==> config.mk <==
export PLATFORM = sky130hd
export DESIGN_NAME = opfwd_control
export DESIGN_NICKNAME = d
export VERILOG_FILES = /design/src/common/fwd_pkg.sv /design/src/common/rv_isa_pkg.sv /design/src/design/operand_select.sv /design/src/design/opfwd_control.sv /design/src/design/stage_hazard_detect.sv
export SDC_FILE = /design/constraint.sdc
export NUM_CORES = 1
export LEC_CHECK = 0
export BUFFER_PORTS_ARGS = -buffer_cell sky130_fd_sc_hd__buf_2
export CORE_AREA = 2 2 108 110
export DETAILED_ROUTE_END_ITERATION = 6
export DIE_AREA = 0 0 110 112
export GPL_ROUTABILITY_DRIVEN = 1
export PLACE_DENSITY_LB_ADDON = 0.12
export SLEW_MARGIN = 20
export SYNTH_ARGS = -nofsm -noshare
export SYNTH_HDL_FRONTEND = slang
export SYNTH_SLANG_ARGS = --single-unit
==> constraint.sdc <==
create_clock -name vclk -period 2.3
set_clock_uncertainty 0.1 [all_clocks]
set_input_delay 0.23 -clock vclk [all_inputs]
set_output_delay 0.23 -clock vclk [all_outputs]
set_load 0.01 [all_outputs]
==> src/common/fwd_pkg.sv <==
`default_nettype none

package fwd_pkg;

   // Stages that can supply a pending result
   localparam int NUM_FWD_STAGES = 3;

   // One match bit per forwarding stage for a single operand
   typedef logic [NUM_FWD_STAGES-1:0] raw_vec_t;

   // Positions in raw_vec_t
   // Higher bit means newer result and higher priority
   localparam int RAW_EXU   = 2;  // Instruction N-1
   localparam int RAW_MACCU = 1;  // Instruction N-2
   localparam int RAW_WBU   = 0;  // Instruction N-3

endpackage

`default_nettype wire

==> src/common/rv_isa_pkg.sv <==
`default_nettype none

package rv_isa_pkg;

   // Register file address, x0 to x31
   typedef logic [4:0] reg_addr_t;

   // One-hot instruction class, R I S B U J from MSB down
   typedef logic [5:0] instr_type_t;

   // Bit positions inside instr_type_t
   localparam int TYPE_R = 5;  // Register-register ALU ops
   localparam int TYPE_I = 4;  // Immediate ALU ops and loads
   localparam int TYPE_S = 3;  // Stores
   localparam int TYPE_B = 2;  // Branches
   localparam int TYPE_U = 1;  // LUI and AUIPC
   localparam int TYPE_J = 0;  // JAL

   // Hardwired zero register
   localparam reg_addr_t REG_X0 = 5'd0;

endpackage

`default_nettype wire

==> src/design/operand_select.sv <==
`timescale 1ns/1ps
`default_nettype none

// Priority mux picking the newest pending result per operand
module operand_select
   import fwd_pkg::*;
#(
   parameter int XLEN = 32  // Data width
) (
   input  logic [XLEN-1:0] i_rf_op0,        // Operand 0 from register file
   input  logic [XLEN-1:0] i_rf_op1,        // Operand 1 from register file
   input  logic [XLEN-1:0] i_exu_result,    // Result at EXU
   input  logic [XLEN-1:0] i_maccu_result,  // Result at MACCU
   input  logic [XLEN-1:0] i_wbu_result,    // Result at WBU
   input  raw_vec_t        i_op0_raw,       // Operand 0 matches per stage
   input  raw_vec_t        i_op1_raw,       // Operand 1 matches per stage
   output logic [XLEN-1:0] o_fwd_op0,       // Forwarded operand 0
   output logic [XLEN-1:0] o_fwd_op1        // Forwarded operand 1
);

   // Select for a single operand
   // EXU over MACCU over WBU over register file
   function automatic logic [XLEN-1:0] pick_operand(
      input raw_vec_t        raw,
      input logic [XLEN-1:0] rf_val
   );
      logic [XLEN-1:0] sel;
      if (raw[RAW_EXU]) begin
         sel = i_exu_result;    // Newest producer
      end else if (raw[RAW_MACCU]) begin
         sel = i_maccu_result;
      end else if (raw[RAW_WBU]) begin
         sel = i_wbu_result;    // Oldest pending producer
      end else begin
         sel = rf_val;          // No hazard, bypass
      end
      return sel;
   endfunction

   // Operands are resolved independently
   always_comb begin
      o_fwd_op0 = pick_operand(i_op0_raw, i_rf_op0);
      o_fwd_op1 = pick_operand(i_op1_raw, i_rf_op1);
   end

endmodule

`default_nettype wire

==> src/design/opfwd_control.sv <==
`timescale 1ns/1ps
`default_nettype none

// Operand forwarding control for the decode to execute boundary
module opfwd_control
   import rv_isa_pkg::*;
   import fwd_pkg::*;
#(
   parameter int XLEN = 32  // Data width
) (
   // Register file operands
   input  logic [XLEN-1:0] i_rf_op0,
   input  logic [XLEN-1:0] i_rf_op1,

   // Decode unit
   input  reg_addr_t       i_du_rs0,
   input  reg_addr_t       i_du_rs1,
   input  instr_type_t     i_du_instr_type,
   input  logic            i_du_instr_valid,

   // Execute unit, instruction N-1
   input  logic [XLEN-1:0] i_exu_result,
   input  reg_addr_t       i_exu_rdt,
   input  instr_type_t     i_exu_instr_type,
   input  logic            i_exu_instr_valid,

   // Memory access unit, instruction N-2
   input  logic [XLEN-1:0] i_maccu_result,
   input  reg_addr_t       i_maccu_rdt,
   input  instr_type_t     i_maccu_instr_type,
   input  logic            i_maccu_instr_valid,

   // Write back unit, instruction N-3
   input  logic [XLEN-1:0] i_wbu_result,
   input  reg_addr_t       i_wbu_rdt,
   input  instr_type_t     i_wbu_instr_type,
   input  logic            i_wbu_instr_valid,

   // Operands towards EXU
   output logic [XLEN-1:0] o_fwd_op0,
   output logic [XLEN-1:0] o_fwd_op1
);

   logic     exu_op0_raw,   exu_op1_raw;    // Match flags from EXU detector
   logic     maccu_op0_raw, maccu_op1_raw;  // Match flags from MACCU detector
   logic     wbu_op0_raw,   wbu_op1_raw;    // Match flags from WBU detector
   raw_vec_t op0_raw;                       // Operand 0 match vector
   raw_vec_t op1_raw;                       // Operand 1 match vector

   stage_hazard_detect u_exu_hzd (
      .i_du_rs0            (i_du_rs0),
      .i_du_rs1            (i_du_rs1),
      .i_du_instr_type     (i_du_instr_type),
      .i_du_instr_valid    (i_du_instr_valid),
      .i_stage_rdt         (i_exu_rdt),
      .i_stage_instr_type  (i_exu_instr_type),
      .i_stage_instr_valid (i_exu_instr_valid),
      .o_op0_raw           (exu_op0_raw),
      .o_op1_raw           (exu_op1_raw)
   );

   stage_hazard_detect u_maccu_hzd (
      .i_du_rs0            (i_du_rs0),
      .i_du_rs1            (i_du_rs1),
      .i_du_instr_type     (i_du_instr_type),
      .i_du_instr_valid    (i_du_instr_valid),
      .i_stage_rdt         (i_maccu_rdt),
      .i_stage_instr_type  (i_maccu_instr_type),
      .i_stage_instr_valid (i_maccu_instr_valid),
      .o_op0_raw           (maccu_op0_raw),
      .o_op1_raw           (maccu_op1_raw)
   );

   stage_hazard_detect u_wbu_hzd (
      .i_du_rs0            (i_du_rs0),
      .i_du_rs1            (i_du_rs1),
      .i_du_instr_type     (i_du_instr_type),
      .i_du_instr_valid    (i_du_instr_valid),
      .i_stage_rdt         (i_wbu_rdt),
      .i_stage_instr_type  (i_wbu_instr_type),
      .i_stage_instr_valid (i_wbu_instr_valid),
      .o_op0_raw           (wbu_op0_raw),
      .o_op1_raw           (wbu_op1_raw)
   );

   // Pack flags by stage priority
   assign op0_raw[RAW_EXU]   = exu_op0_raw;
   assign op0_raw[RAW_MACCU] = maccu_op0_raw;
   assign op0_raw[RAW_WBU]   = wbu_op0_raw;

   assign op1_raw[RAW_EXU]   = exu_op1_raw;
   assign op1_raw[RAW_MACCU] = maccu_op1_raw;
   assign op1_raw[RAW_WBU]   = wbu_op1_raw;

   operand_select #(
      .XLEN (XLEN)
   ) u_operand_select (
      .i_rf_op0       (i_rf_op0),
      .i_rf_op1       (i_rf_op1),
      .i_exu_result   (i_exu_result),
      .i_maccu_result (i_maccu_result),
      .i_wbu_result   (i_wbu_result),
      .i_op0_raw      (op0_raw),
      .i_op1_raw      (op1_raw),
      .o_fwd_op0      (o_fwd_op0),
      .o_fwd_op1      (o_fwd_op1)
   );

endmodule

`default_nettype wire

==> src/design/stage_hazard_detect.sv <==
`timescale 1ns/1ps
`default_nettype none

// RAW test of the decode instruction against one downstream stage
module stage_hazard_detect
   import rv_isa_pkg::*;
(
   // Decode side, the consumer
   input  reg_addr_t   i_du_rs0,             // Source register of operand 0
   input  reg_addr_t   i_du_rs1,             // Source register of operand 1
   input  instr_type_t i_du_instr_type,      // Class of decode instruction
   input  logic        i_du_instr_valid,     // Decode instruction valid

   // Stage side, the producer
   input  reg_addr_t   i_stage_rdt,          // Destination register at stage
   input  instr_type_t i_stage_instr_type,   // Class of stage instruction
   input  logic        i_stage_instr_valid,  // Stage instruction valid

   // Match flags
   output logic        o_op0_raw,            // Operand 0 depends on stage result
   output logic        o_op1_raw             // Operand 1 depends on stage result
);

   logic du_reads_regs;     // Decode instruction reads rs0/rs1
   logic stage_writes_rd;   // Stage instruction writes rd
   logic rdt_not_x0;        // Destination is a real register
   logic hazard_window;     // All gating conditions met
   logic rs0_match;
   logic rs1_match;

   // Only R/I/S/B classes consume register operands
   assign du_reads_regs = i_du_instr_type[TYPE_R]
                        | i_du_instr_type[TYPE_I]
                        | i_du_instr_type[TYPE_S]
                        | i_du_instr_type[TYPE_B];

   // Only R/I/U/J classes produce a register result
   // S and B never write back
   assign stage_writes_rd = i_stage_instr_type[TYPE_R]
                          | i_stage_instr_type[TYPE_I]
                          | i_stage_instr_type[TYPE_U]
                          | i_stage_instr_type[TYPE_J];

   // Writes to x0 are discarded so they never forward
   assign rdt_not_x0 = (i_stage_rdt != REG_X0);

   assign hazard_window = du_reads_regs
                        & stage_writes_rd
                        & i_du_instr_valid
                        & i_stage_instr_valid
                        & rdt_not_x0;

   // Address compares
   assign rs0_match = (i_du_rs0 == i_stage_rdt);
   assign rs1_match = (i_du_rs1 == i_stage_rdt);  // Also raised for I-type, rs1 unused there

   assign o_op0_raw = hazard_window & rs0_match;
   assign o_op1_raw = hazard_window & rs1_match;

endmodule

`default_nettype wire

==> flow_summary.ini <==
[run_status]
status = finished with violations
violations = setup timing

[place]
port-buffer-count = 269
gp_congestion = 0.8526
dp.cells = 850
dpl_cell_area_mm2 = 0.004636
pre_cts_slack_ps = -137.9
place_hpwl_mm = 10.45

[drt]
wirelength_mm = 13.87
drt_first_pass_iters = 4
vias_per_cell = 5.185
first_iter_violations = 302
ant_nets = 0
wl_met1_mm = 5.710
wl_met2_mm = 7.064
vias = 4433
wl_per_cell_um = 16.22
highest_layer = met4
post-route-drc-count = 0
route.met3.wl_um = 966

[power_and_ir_drop]
vdd_drop_max_v = 0.00008023
power.density_mw_per_mm2 = 147.6
p_leak_nw = 2.448

[cells_and_area]
n_fill_cell = 1214
clock_buffers = 0
drive_gt1_share_pct = 56.88
layout_common_cells = 267 x buf_2, 98 x nand2_1, 64 x inv_1, 34 x nor2_1
area_growth_pct = 61.90
final_common_cell = buf_2
layout.cells.non_filler = 855
register_area_um2 = 0
design_area_mm2 = 0.004817
n_antenna_cell = 0
nets = 927
design.seq.count = 0

[sta]
slew_violations = 0
final-hold-violation-count = 0
rsz0062_at_grt = true
setup_slack_ps = -64.77
worst_pin_slew_ps = 528.2
max_clock_freq_mhz = 422.9
setup_viol = 2
layout_min_cycle_time_ps = 2365
post-route-period-util_pct = 102.8
max_slew_margin_pct = 64.59
holdWs_ps = 659.8

[synth]
synth_cell_types = 28
synthDominantCellAreaShare_pct = 12.87
ys_seq_area_share_pct = 0
synth_top_area_cell = o221a_2
syn_area_mm2 = 0.002975
ys.warnings.count = 0
synth_cells = 456
netlist_top_cells_area = o221a_2 13%, o31ai_2 13%, nand2_1 12%, o221a_1 11%, o21ai_2 8.5%
synth_fp_nets = 669
syn_avg_cell_area_um2 = 6.525

[worst_setup_path]
worstPathRequired_ps = 1970
worstSetupEndpointType = output pin
cp_max_fo = 6
crit_type = in -> out
critPathArrivalTime_ps = 2030
worst_setup_path_start_kind = primary input

[floorplan]
ios = 277
core_mm2 = 0.01117
initial_core_util_pct = 26.63
rows = 39
die_height_um = 112
dieWidth_um = 110
die_area_mm2 = 0.01232

[grt]
antenna_found_initial = 0
grt_pass1_wl_mm = 20.42
overflow = 0
grt_pass1_vias = 4247
grt_max_degree = 34
grt_util_all_layers_pct = 20.13

[flow_run]
cap_violations = 0

[worst_hold_path]
hold_class = in -> out
## per-layer routing
metal  GRT usage, %  up-vias
li1               -     2153
met1          24.35     2086
met2          38.65      184
met3          1.932       10
met4          2.110        0
met5              0        -
## stage by stage
stage / setup TNS (ps) / utilization (%) / total power, mW
final: -69.26 / 43.11 / 0.7112
after global placement: -1684 / 41.48 / 0.6846
after floorplan: 0 / - / 0.3425
after global routing: -3368 / 43.11 / 0.7763
after CTS: -694.1 / 41.71 / 0.6979
after detailed placement: -2792 / 41.48 / 0.6928
## logic make-up after synthesis
logic type | count (synthesis) | share of synthesized area, %
and+or+nand+nor | 150 | 20.52
xor gates and xnor gates | 30 | 8.831
buffers and inverters | 107 | 16.15
AOI/OAI and AO/OA | 169 | 54.50
## Yosys cell counts (3+ instances only)
master / number
nand2_1: 98
inv_1: 64
nor2_1: 34
o221a_2: 34
o21ai_0: 33
o221a_1: 30
o31ai_2: 30
o21ai_2: 29
clkbuf_1: 25
xnor2_1: 18
xor2_1: 12
buf_2: 9
nor3_1: 7
buf_6: 4
clkbuf_8: 3
nand4_1: 3
o21ai_1: 3
o41ai_1: 3
## final cells by class
class	count	area (um2)	share of cell area [%]
Inverter	64	240.2	4.987
Multi-Input combinational cell	349	2575	53.45
Tap cell	143	178.9	3.714
Timing Repair Buffer	299	1823	37.84
## final timing paths
check | startpoint | depth (start not counted) | slack [ps] | to
worst max-delay path | i_wbu_rdt[3] | 9 | -60 | o_fwd_op0[18]
worst min-delay path | i_exu_result[23] | 4 | 660 | o_fwd_op1[23]
## critical path: stages
cell,delay [ps]
buf_6,90
buf_6,110
xnor2_2,130
nand3_2,110
or3_4,480
clkbuf_16,200
o221a_1,260
o31ai_2,240
buf_2,170
## report_power, final
group	switching (mW)	total, mW	internal, mW	leakage [nW]
clock network	0	0	0	0
logic	0.331	0.711	0.380	2.45
registers	0	0	0	0
total	0.331	0.711	0.380	2.45
## what timing repair did
item                       in CTS  in global routing
gates resized for setup         4                 10
hold buffers                    0                  0
gates cloned                    0                  4
buffers inserted                0                  1
setup endpoints to repair      58                 64
pin swaps                      10                 32
Note: power is estimated with default switching activity, not from simulation.
